===== config.mk =====
export PLATFORM = sky130hd
export DESIGN_NAME = word_counter
export DESIGN_NICKNAME = d
export VERILOG_FILES = /design/src/word_counter.sv
export VERILOG_INCLUDE_DIRS = /design/src
export SDC_FILE = /design/constraint.sdc
export NUM_CORES = 1
export LEC_CHECK = 0
export BUFFER_PORTS_ARGS = -buffer_cell sky130_fd_sc_hd__buf_2
export CAP_MARGIN = 20
export CELL_PAD_IN_SITES_DETAIL_PLACEMENT = 1
export CELL_PAD_IN_SITES_GLOBAL_PLACEMENT = 2
export CORE_AREA = 5 5 42 44
export DETAILED_ROUTE_END_ITERATION = 6
export DIE_AREA = 0 0 47 49
export PLACE_DENSITY_LB_ADDON = 0.12
export RECOVER_POWER = 100
export SLEW_MARGIN = 40
export SYNTH_ARGS = -nofsm -noshare
export SYNTH_HDL_FRONTEND = slang
export SYNTH_SLANG_ARGS = --single-unit

===== constraint.sdc =====
create_clock -name clk -period 1.41 [get_ports clk]
set_input_delay 0.0705 -clock clk [delete_from_list [all_inputs] [get_ports clk]]
set_output_delay 0.0705 -clock clk [all_outputs]
set_load 0.01 [all_outputs]

===== src/two_way_cache_params.svh =====
`ifndef TWO_WAY_CACHE_PARAMS_SVH
`define TWO_WAY_CACHE_PARAMS_SVH

// Processor word and byte address widths
`define ADDR_W 16
`define DATA_W 16

// Address split: tag 15:10, set 9:4, word 3:1
`define TAG_W 6
`define SET_W 6
`define WORD_W 3
`define TAG_LSB 10
`define SET_LSB 4
`define WORD_LSB 1

`define SETS 64
`define WORDS 8
`define META_W 8

// Backing memory
`define MEM_WORDS 32768
`define MEM_LATENCY 4
`define MEM_INIT_KEY 16'hA5C3

`endif


===== src/word_counter.sv =====
`timescale 1ns/1ps
`include "two_way_cache_params.svh"

module word_counter (
    input  logic               clk,
    input  logic               reset,
    input  logic               clear,
    input  logic               step,
    output logic [`WORD_W-1:0] count,
    output logic               last
);

    localparam logic [`WORD_W-1:0] LAST_WORD = `WORD_W'(`WORDS - 1);

    always_ff @(posedge clk) begin
        if (reset || clear) begin
            count <= '0;
        end else if (step) begin
            count <= count + 1'b1;   // Wraps back to word 0 after the block
        end
    end

    // High in the cycle the final word of the block is counted
    assign last = step && (count == LAST_WORD);

endmodule


; ---- After elaboration in Yosys (flattened, before gate mapping)
; Index checks and enable logic that the tools add are counted.
[totals]
inputBits = 4
ramBits = 0
ff_bits = 3
word_cells = 5
latch_bits = 0
memories = 0
romBits = 0
[classes]
n_bitwise = 0
mul = 0
n_div = 0
n_reduce_logical = 2
n_addsub = 1
n_mux = 0
shift = 0
eq_ne = 1
magnitude_cmp = 0
[op_table]
columns = operator, n
row1 = adder 3 x 1 -> 3 bit (second input constant), 1
row2 = equality test 3 bit (second input constant), 1
row3 = logical AND 1 bit, 1
row4 = logical OR 1 bit, 1

; ---- Longest topological paths before layout
[logic_depth]
word_depth = 2
mapped_depth = 4
mapped_depth_nobuf = 4

; ---- Worst setup path before layout
; Ideal clock, no wire load.
[synth_path]
kind = register -> register
from = register count[0]
to = register count[2]
period_less_slack_ns = 1.083
stages_incl_launch_ff = 5
setup_time_ns = 0.116
t_arrival_ns = 0.967
path_slack_ns = 0.327
path_cell_list = dfxtp_1 ha_1 ha_1 mux2i_1 nor3_1
[synth_between]
elab_chain_len = 1
[synth_lines]
columns = element, line_no
row1 = "start, declared", word_counter.sv:9  ; output logic [`WORD_W-1:0] count,
row2 = "start signal, assigned", word_counter.sv:19  ; count <= count + 1'b1;
row3 = adder 3 x 1 -> 3 bit, word_counter.sv:19
; No other way between the ends.
; A chain may end at the register's enable or synchronous reset.

; ---- Worst setup path in the final report
[layout_path]
from = register count[0]
to = output port last
[layout_between]
elab_chain_len = 2
[layout_lines]
columns = element, line_no
row1 = equality test 3 bit, word_counter.sv:24  ; assign last = step && (count == LAST_WORD);
row2 = logical AND 1 bit, word_counter.sv:24
row3 = "end, declared", word_counter.sv:10  ; output logic last
; No other way between the ends.

==> flow_results.org <==
** Synth
- Of the post-synthesis cell area, the dominant cell type holds 0.4248.
- After synthesis the netlist holds a flip-flop and latch count of 3.
- Number of library cell types mapped by synthesis :: 7
- The share of the Yosys chip area taken by registers is 0.4248.
- Post-synthesis cell count :: 12
- The complex-gate fraction of the synthesized area is 0.
- The synthesized netlist occupies a cell area of ~140 sq um.
- Simple-gate area share of the yosys netlist :: 0.1947
- Main combinational cell family by area after synthesis :: simple AND/OR/NAND/NOR gates
- In this run the mean area of a mapped cell was ~12 sq um.
- Of the total synthesized cell area, the portion taken by XOR and XNOR cells is 0.06195.
- The biggest area contributor in the post-synthesis netlist is sky130_fd_sc_hd__dfxtp_1.
- Yosys printed 0 warnings.
- Top area cells in the synthesized netlist :: sky130_fd_sc_hd__dfxtp_1, sky130_fd_sc_hd__ha_1, sky130_fd_sc_hd__mux2i_1
- The number of nets in the synthesized netlist is 18.
- Mux cell area share after synthesis :: 0.1416
- Of the total synthesized cell area, the portion taken by full adders, half adders and majority gates is 0.1770.

** Finish
- Once layout is complete, the cells apart from fillers number 39.
- Relative to the synthesized area, the layout overhead comes to 53.98%.
- Reg with most FFs :: count
- Of the cells placed in the final design, the portion with a size suffix greater than 1 is 0.3478.
- Largest registers in the final layout :: count: 3 flops
- The register with the most flip-flops in the layout has 3 of them.
- Antenna fix cells :: 0
- In the final design database the tool counted 30 nets.
- Fill cells in the final layout number approximately 170.

** Worst hold path
- In this run the worst hold path is classified as in -> reg.

** STA
- Setup Total Neg Slack :: 0 ps
- Clock skew on the completed layout was measured at 3.798 ps.
- Setup repair after global routing left no endpoint under its margin.
- Count of pins over their slew limit :: 0
- Measured against its own limit, the worst slew margin works out to 0.8848.
- For this run, the top clock speed supported by timing is slightly below 0.8 GHz.
- The hold violation count in the final report came to 0.
- Time the final worst path needs with I/O delays and setup :: approximately 1300 ps
- For the pin with the worst max-slew slack, the measured transition is 171.5 ps.
- After layout, the worst setup slack is roughly 110 ps.
- Finish-stage setup viols :: 0
- Of the available clock period, the critical path in the final layout requires 0.9230.

** Clocking
- Count of hold-fix buffers inserted at cts :: 0
- Sinks on Clock Net :: 3
- Largest buffer count on any clock path :: 2
- Clock-pin slew was measured on the worst setup and hold paths at 40 ps.
- # Post-CTS Setup Buffers :: 0
- Clock buffer count from CTS :: 3
- TritonCTS built the clock tree.
- Root cell of the clock tree :: sky130_fd_sc_hd__clkbuf_4
- H-tree Lvls :: 1
- The later pin in the worst-skew pair is clocked with a latency of 230 ps.
- In this run, post-CTS repair resized a total of 0 instances.

** Power and ir drop
- Leakage power total :: just under 0.1 nW
- Cell Pwr Density :: about 1200 mW/mm^2
- Across the VDD grid, the largest voltage drop is 0.2287 mV.
- After layout, the design draws a total of around 0.26 mW.

** GRT
- Number of antenna violations at the first check in global routing :: 0
- The first global-routing pass estimated 552 um of wire.
- Maximum number of pins on one net before global-route repair :: 5
- Number of global-route vias before repair :: roughly 140
- Overall global routing resource usage :: 0.04011
- After global routing the overflow that remains totals 0.

** Run
- Max-cap violations in this run came to 0.

** Floorplanning
- Number of standard-cell rows in the floorplan :: 14
- Vert. Die Dim :: between 40 and 50 um
- The region available for standard cell placement spans about 0.0014 sq mm.
- For this configuration, the core starts out at a cell density of 0.1009.
- Die width :: 47 um
- Number of top-level pins :: 8
- The floorplan step defined a die boundary enclosing between 0.002 and 0.0025 sq mm.

** Detailed routing
- 1st-pass router iterations :: 1
- Routed vias :: 130
- Starting DRT DRC Count :: 0
- Antenna violation net count after detailed routing :: 0
- Routed length per instance :: 9.282 um
- Number of remaining DRC errors :: 0
- Aggregate routed wire length :: approximately 360 um
- Dividing the detail-routed via count by the number of cells gives 3.333.

** Placed design
- Number of placed cells counting well taps :: 35
- Pre-CTS WS :: between 200 and 300 ps
- Final weighted congestion of routability-driven global placement :: 0.6023
- Count of port buffers added during placement :: 7

** Worst setup path
- Type of the setup path with the least slack :: reg -> out
- CP Capture Type :: output port
- Crit start category :: flip-flop
- At the worst endpoint, the required time is between 1000 and 1500 ps.
- Data arrives at the worst endpoint at between 1000 and 1500 ps.
- Biggest fanout along the worst timing path :: 3

** Run status
- Run status :: finished, final reports clean
## power breakdown
part	total [mW]	leakage [nW]	switching, mW	internal (mW)
Combinational	0.0181	0.0580	0.00948	0.00865
Sequential	0.0894	0.0243	0.00204	0.0874
Clock	0.153	0.0150	0.0464	0.106
Total	0.260	0.0973	0.0579	0.202
## metal layers
layer	global-route usage	share of wire	vias up
met2	0.04299	0.48	6
met1	0.04386	0.39	60
met4	0.06912	0	0
li1	-	-	64
met3	0.01107	0.12	0
met5	0	0	-
## layout by cell type (no fill, tap or decap), drive strengths merged
cell type	count
buf	3
xnor2	1
dfxtp	3
ha	2
clkbuf	8
and2	1
mux2i	2
nor3	3
## synth_stat cells
library cell / number
sky130_fd_sc_hd__nor3_2: 1
sky130_fd_sc_hd__xnor2_1: 1
sky130_fd_sc_hd__mux2i_1: 2
sky130_fd_sc_hd__nor3_1: 2
sky130_fd_sc_hd__ha_1: 2
sky130_fd_sc_hd__dfxtp_1: 3
sky130_fd_sc_hd__and2_2: 1
## cell families after synthesis
family        count (synthesis)
simple gates                  4
flops                         3
mux                           2
fa+ha+maj                     2
xor+xnor                      1
## final cells by class
class | instances | area (sq um) | area share
clock buffers | 4 | 26.28 | 0.1207
well taps | 16 | 20.02 | 0.09195
multi-input cells | 9 | 81.33 | 0.3736
flip-flops and latches | 3 | 60.06 | 0.2759
repair buffers | 7 | 30.03 | 0.1379
## worst max-delay path: stages (launching register included)
cell and delay, ps:
sky130_fd_sc_hd__dfxtp_1 330, sky130_fd_sc_hd__ha_1 200, sky130_fd_sc_hd__ha_1 170, sky130_fd_sc_hd__and2_2 180, sky130_fd_sc_hd__clkbuf_1 120
## stage by stage
stage               utilization  area, sq um  hold slack [ps]
finish                   0.1554        217.7            40.15
floorplan                     -        141.4            139.5
global route             0.1554        217.7            47.60
detailed placement       0.1402        196.4            279.1
global placement         0.1402        196.4            278.1
CTS                      0.1589        222.7            30.33
## path summary, 6_finish.rpt
kind | slack (ps) | cells past startpoint | end | start
worst max register to register | 310 | 4 | count[2] | count[0]
worst max-delay path | 110 | 4 | last | count[0]
worst min register to register | 550 | 2 | count[2] | count[2]
worst min-delay path | 40 | 2 | count[0] | reset
(Power assumes the default switching activity.)
