**config.mk**
```make
export PLATFORM = sky130hd
export DESIGN_NAME = miss_fsm_flat
export DESIGN_NICKNAME = d
export VERILOG_FILES = /design/src/two_way_cache_pkg.sv /design/src/refill_if.sv /design/src/miss_fsm.sv /design/src/flat_wrapper.sv
export VERILOG_INCLUDE_DIRS = /design/src
export SDC_FILE = /design/constraint.sdc
export NUM_CORES = 1
export LEC_CHECK = 0
export ABC_AREA = 1
export BUFFER_PORTS_ARGS = -buffer_cell sky130_fd_sc_hd__buf_4
export CAP_MARGIN = 25
export CORE_AREA = 2 2 39 41
export DETAILED_ROUTE_END_ITERATION = 8
export DIE_AREA = 0 0 41 43
export PLACE_DENSITY = 0.73
export SYNTH_ARGS = -nofsm -noshare
export SYNTH_HDL_FRONTEND = slang
export SYNTH_SLANG_ARGS = --single-unit
export TNS_END_PERCENT = 5
```
**constraint.sdc**
```tcl
create_clock -name clk -period 1.3 [get_ports clk]
set_clock_uncertainty 0.1 [all_clocks]
set_input_delay 0.195 -clock clk [delete_from_list [all_inputs] [get_ports clk]]
set_output_delay 0.195 -clock clk [all_outputs]
set_load 0.02 [all_outputs]
```
**src/two_way_cache_params.svh**
```systemverilog
`ifndef TWO_WAY_CACHE_PARAMS_SVH
`define TWO_WAY_CACHE_PARAMS_SVH

// Processor word and byte address widths
`define ADDR_W 16
`define DATA_W 16

// Address split: tag 15:10, set 9:4, word 3:1
`define TAG_W 6
`define SET_W 6
`define WORD_W 3
`define TAG_LSB 10
`define SET_LSB 4
`define WORD_LSB 1

`define SETS 64
`define WORDS 8
`define META_W 8

// Backing memory
`define MEM_WORDS 32768
`define MEM_LATENCY 4
`define MEM_INIT_KEY 16'hA5C3

`endif

```
**src/two_way_cache_pkg.sv**
```systemverilog
`include "two_way_cache_params.svh"

package two_way_cache_pkg;

    // Refill controller states
    typedef enum logic [1:0] {
        st_idle,
        st_fetch,
        st_drain,
        st_tag
    } refill_state_t;

    // One metadata word per set and way, LRU only meaningful in way 0
    typedef struct packed {
        logic [`TAG_W-1:0] tag;
        logic              valid;
        logic              lru;   // 1 means way 0 was used last
    } meta_t;

endpackage

```
**src/refill_if.sv**
```systemverilog
`timescale 1ns/1ps
`include "two_way_cache_params.svh"

interface refill_if (
    input logic clk
);

    logic                  miss;
    logic                  fill_we;     // One strobe per returned word
    logic [`WORD_W-1:0]    fill_index;
    logic [`DATA_W-1:0]    fill_data;
    logic                  tag_we;      // Writes the victim's tag and valid bit

    modport cache_port (
        input  clk,
        output miss,
        input  fill_we, fill_index, fill_data, tag_we
    );

    modport ctrl_port (
        input  clk,
        input  miss,
        output fill_we, fill_index, tag_we
    );

    modport mem_port (input clk, output fill_data);

endinterface

```
**src/miss_fsm.sv**
```systemverilog
`timescale 1ns/1ps
`include "two_way_cache_params.svh"

module miss_fsm import two_way_cache_pkg::*; (
    input  logic               clk,
    input  logic               reset,
    input  logic [`ADDR_W-1:0] addr,
    refill_if.ctrl_port        rif,
    output logic               rd_req,
    output logic [`ADDR_W-2:0] rd_addr,
    output logic               issue_clear,
    output logic               issue_step,
    input  logic [`WORD_W-1:0] issue_count,
    input  logic               issue_last,
    output logic               fill_step,
    output logic               fill_clear,
    input  logic [`WORD_W-1:0] fill_count,
    input  logic               fill_last,
    input  logic               rdata_valid,
    output logic               stall
);

    refill_state_t state;
    refill_state_t state_next;

    always_ff @(posedge clk) begin
        if (reset) begin
            state <= st_idle;
        end else begin
            state <= state_next;
        end
    end

    always_comb begin
        state_next = state;
        case (state)
            st_idle:  if (rif.miss) state_next = st_fetch;
            st_fetch: if (issue_last) state_next = st_drain;   // Eighth read goes out
            st_drain: if (fill_last) state_next = st_tag;
            st_tag:   state_next = st_idle;
            default:  state_next = st_idle;
        endcase
    end

    // ------------------------------------------------------------
    // Block read issue
    // ------------------------------------------------------------
    assign rd_req      = (state == st_fetch);
    assign rd_addr     = {addr[`TAG_LSB +: `TAG_W], addr[`SET_LSB +: `SET_W], issue_count};
    assign issue_step  = (state == st_fetch);
    assign issue_clear = (state == st_idle);

    // Returned words are written as they arrive, in issue order
    assign fill_step      = rdata_valid;
    assign fill_clear     = (state == st_idle);
    assign rif.fill_we    = rdata_valid;
    assign rif.fill_index = fill_count;
    assign rif.tag_we     = (state == st_tag);

    assign stall = rif.miss | (state != st_idle);

endmodule

```
**src/flat_wrapper.sv**
```systemverilog
// flat-port wrapper written by rule: the top's interface ports become plain ports
module miss_fsm_flat import two_way_cache_pkg::*;
  (clk, reset, addr, rd_req, rd_addr, issue_clear, issue_step, issue_count, issue_last, fill_step, fill_clear, fill_count, fill_last, rdata_valid, stall, rif_miss, rif_fill_we, rif_fill_index, rif_tag_we);
  refill_if rif_i (.clk(clk));
  input  logic clk;
  input  logic reset;
  input  logic [`ADDR_W-1:0] addr;
  output logic rd_req;
  output logic [`ADDR_W-2:0] rd_addr;
  output logic issue_clear;
  output logic issue_step;
  input  logic [`WORD_W-1:0] issue_count;
  input  logic issue_last;
  output logic fill_step;
  output logic fill_clear;
  input  logic [`WORD_W-1:0] fill_count;
  input  logic fill_last;
  input  logic rdata_valid;
  output logic stall;
  input wire logic [$bits(rif_i.miss)-1:0] rif_miss;
  output wire logic [$bits(rif_i.fill_we)-1:0] rif_fill_we;
  output wire logic [$bits(rif_i.fill_index)-1:0] rif_fill_index;
  output wire logic [$bits(rif_i.tag_we)-1:0] rif_tag_we;
  assign rif_i.miss = rif_miss;
  assign rif_fill_we = rif_i.fill_we;
  assign rif_fill_index = rif_i.fill_index;
  assign rif_tag_we = rif_i.tag_we;
  miss_fsm u_core (.clk(clk), .reset(reset), .addr(addr), .rif(rif_i), .rd_req(rd_req), .rd_addr(rd_addr), .issue_clear(issue_clear), .issue_step(issue_step), .issue_count(issue_count), .issue_last(issue_last), .fill_step(fill_step), .fill_clear(fill_clear), .fill_count(fill_count), .fill_last(fill_last), .rdata_valid(rdata_valid), .stall(stall));
endmodule
```
# Yosys cells after proc, flatten, opt, wreduce, memory -nomap -nowiden
# Index checks and enable logic that the tools add are counted.
# op_classes
n_addsub	0
n_mul	0
n_div	0
order_cmp	0
n_eq_ne	6
shifts	0
n_mux	4
bitwise	1
reduce_logical	3
# op_table
operator	n
$pmux 2 s4	1
$mux 2	3
$eq 2x2->1 const B	2
$ne 2x1->1 const B	2
$reduce_and 3->1	1
$eq 2x1->1 const B	1
$logic_not 2->1	1
$ne 2x2->1 const B	1
$reduce_bool 2->1	1
$or 1x1->1	1
# word_totals
register_bits	2
latch_bits	0
mem_bits_rw	0
rom_bits	0
inputBits	28
out_inout_bits	26
wordCells	15
memories	0

# Depth between registers and ports, before layout
# depth
depth_word	3
mapped_depth	7
mapped_depth_nobuf	7

# Worst setup path after synthesis
# OpenSTA, ideal clock, no wires.
# synth_timing
kind	register to register
from	reg u_core.state[0]
to	reg u_core.state[0]
setup_ps	113
arrival_time_ps	1112
t_required_ps	1087
setup_slack_ps	-25
stages_incl_launch_ff	7
path_buffers	0
period_less_slack_ps	1325
cell_sequence	dfxtp_1 inv_1 ha_1 nand2_2 nand3_2 nor2_1 nor2_1
# synth_via
elab_chain_len	3
# synth_lines
item	line	rtl
start, declared	miss_fsm.sv:23	refill_state_t state;
start signal, assigned	miss_fsm.sv:28	state <= st_idle;
start signal, assigned	miss_fsm.sv:30	state <= state_next;
$logic_not 2->1 *	n/a	
via fill_clear	flat_wrapper.sv:15	output logic fill_clear;
$ne 2x1->1 (no line)	n/a	
$reduce_and 3->1 (no line)	n/a	
# Mark *: on every way through the listed nets, which the timed path passes. The rest lies on a longest branch.
# A chain may end at the register's enable or synchronous reset.

# Final worst setup path
# layout_timing
from	reg u_core.state[1]
to	out stall
# layout_via
elab_chain_len	2
# layout_lines
item	line	rtl
$reduce_bool 2->1	miss_fsm.sv:60	assign stall = rif.miss | (state != st_idle);
$or 1x1->1	miss_fsm.sv:60	
end, declared	flat_wrapper.sv:19	output logic stall;
# No other way between the ends.

==> run_results.csv <==
group,metric,value,unit
clock_network,cts_buffers,3,
logic_synthesis,synth_cell_type_count,9,
route,first_pass_iters,1,
clock_network,hold_buffers,0,
sta,timing.final.crit_period,1.26,ns
floorplanning,num_rows,14,
pwr,p_leak,0.000184,uW
setup_path,critical_path_arrival,0.97,ns
setup_path,reg2reg_to,"u_core.state[0]$_SDFFE_PP0P_",
setup_path,critPathLaunchType,"flip-flop",
layout,largest_register_ff_count,2,
global_route,grt_pass1_vias,172,
layout,area_growth,-1.11,%
status,outcome,"finished clean",
placed_design,hpwl,343,um
route,met1_length,173,um
logic_synthesis,syn_inst,47,
sta,setup_viol,0,
floorplanning,ioPinCount,54,
pwr,power_per_cell_area,2550,mW/mm2
placed_design,portBuffers,10,
logic_synthesis,ys_warn_count,0,
logic_synthesis,syn_area,338,um2
setup_path,r2r_start,"u_core.state[0]$_SDFFE_PP0P_",
logic_synthesis,ys_ff_latch,2,
flow_run,drv_cap,0,
route,routed_via_density,3.51,
setup_path,path_max_fanout,4,
global_route,grt_max_degree,5,
pwr,combinationalPowerShare,67.1,%
clock_network,cts_tree,"built",
setup_path,ff2ff_setup_slack,0.14,ns
sta,final_hold_viol_count,0,
global_route,grt_usage,5.71,%
sta,max_freq,0.792,GHz
floorplanning,coreArea,0.00138,mm2
setup_path,cp-startpoint,"u_core.state[1]$_SDFFE_PP0P_",
sta,finalSetupTns,0,ns
sta,slew_headroom,93.9,%
layout,drive_above_1_share,56.4,%
floorplanning,fp.dieH,43,um
layout,insertedDiodeCount,0,
layout,final_util,24.1,%
logic_synthesis,syn_nets,79,
setup_path,crit_path_end_kind,"output port",
global_route,grt-ovfl-total,0,
global_route,grt_antenna_before_repair,0,
pwr,p_switching,377,uW
route,dr_total_vias,193,
pwr,p_int,475,uW
pwr,vdd_drop_max,0.000622,V
clock_network,root_buffer,"clkbuf_4",
logic_synthesis,yosys.area.top_type,"buf_4",
clock_network,cts_sinks,2,
sta,period_share,97.2,%
layout,fillCellCount,150,
route,drt_iter0_markers,0,
layout,layout_commonest_cell,"buf_4",
pwr,seqPwrFrac,16.9,%
layout,mostFrequentLayoutCells,"buf_4, nand2_1, inv_1, nor2_1, clkbuf_4",
route,drc,0,
placed_design,gp_congestion,0.525,
setup_path,cp-endpoint,"stall",
route,wl_met3,87,um
route,wl_per_cell,8.36,um
route,met2WireLength,200,um
layout,largest_register,"u_core.state",
pwr,swShare,44.3,%
floorplanning,die-area,0.00176,mm2
clock_network,htreeDepth,1,
setup_path,reg2reg_depth,5,
clock_network,clkSlewWorstSetupHoldPaths,0.03,ns
logic_synthesis,syn-mean-instance-area,7.19,um2
route,routed_wl,460,um
global_route,grt_pass1_wl,600,um
min_path,hold_class,"primary input to flip-flop",
layout,final_nets,73,
sta,worst_slew_pin_slew,0.0910,ns
clock_network,clk_latency,0.22,ns
floorplanning,die_width,41,um
setup_path,critPathRequiredTime,1.00,ns
route,ant_nets,0,
logic_synthesis,yosys-top-cells-area,"buf_4, ha_1, dfxtp_1, inv_1, nand2_1",
setup_path,worst-setup-path-type,"flip-flop to output port",
floorplanning,initial_utilization,24.4,%
route,top_layer,"met3",
pwr,pwr-share-clk,15.9,%
logic_synthesis,synth_top_area_share,48.9,%
sta,slew_violations,0,
logic_synthesis,synth-seq-area-share,11.9,%
clock_network,clock_path_buffers,2,
sta,grt_setup_unrepaired,"no",
layout,reg.largest.list,"u_core.state: 2 flops",
per-layer routing:
metal  GRT usage (%)  up-vias
met3            4.19        0
met4            8.00        0
li1                -      101
met5               0        -
met1            4.78       77
met2            6.88       15
critical path, cell delays in order (launching register included):
cell	delay [ns]
dfxtp_4	0.34
inv_4	0.07
ha_4	0.16
nand2_4	0.05
buf_6	0.12
cells in the mapped netlist, drive strengths merged:
cell and instances:
nor2 4, ha 4, or2 1, dfxtp 2
inv 6, buf 22, nand3 1, nand2 7
final cells by class:
cell class                 count  area (um2)  area share, %
tap                           16        20.0           5.99
timing repair buffer          11        86.3           25.8
sequential                     2        47.5           14.2
clock buffer                   3        22.5           6.74
multi-input combinational     17         130           39.0
inverter                       6        27.5           8.24
timing repair:
item / in CTS / in global routing
hold endpoints to repair: 0 / 0
resized for setup: 6 / 6
setup endpoints to repair: 5 / 3
setup buffers: 0 / 1
pin swaps: 0 / 2
power groups by stage:
stage / Clock [uW] / Combinational (uW) / Sequential, uW
after floorplan: 0 / 474 / 108
after global placement: 0 / 494 / 112
after detailed placement: 0 / 497 / 114
after CTS: 141 / 542 / 125
after global routing: 144 / 630 / 149
final: 136 / 572 / 144
how the worst min path moves through the flow:
| stage | startpoint | endpoint | slack, ns | depth (start not counted) |
|---|---|---|---|---|
| final | reset | u_core.state[0]$_SDFFE_PP0P_ | 0.10 | 4 |
| after global routing | reset | u_core.state[1]$_SDFFE_PP0P_ | 0.11 | 4 |
| after CTS | reset | u_core.state[0]$_SDFFE_PP0P_ | 0.10 | 4 |
| after detailed placement | issue_count[0] | rd_addr[0] | 0.29 | 0 |
| after global placement | issue_count[0] | rd_addr[0] | 0.29 | 0 |
| after floorplan | reset | u_core.state[1]$_SDFFE_PP0P_ | 0.25 | 3 |
kinds of logic (layout without fill, tap and decap cells):
kind of cell | count (synthesis) | count (layout) | synth area share (%)
buf+inv | 28 | 20 | 55.6
simple gates | 13 | 13 | 17.8
fa+ha+maj | 4 | 4 | 14.8
flops | 2 | 2 | 11.9
stage by stage:
stage / total power [uW] / cells / worst slack (ns) / instance area, um2 / hold slack [ns]
finish: 852 / 55 / 0.0370 / 334 / 0.102
floorplan: 582 / 47 / 0.0633 / 340 / 0.250
detailed placement: 612 / 51 / 0.0523 / 270 / 0.290
global placement: 606 / 51 / 0.0718 / 270 / 0.290
global route: 923 / 55 / 0.00134 / 334 / 0.113
CTS: 808 / 54 / 0.00173 / 309 / 0.101
Note: power is estimated with default switching activity, not from simulation.
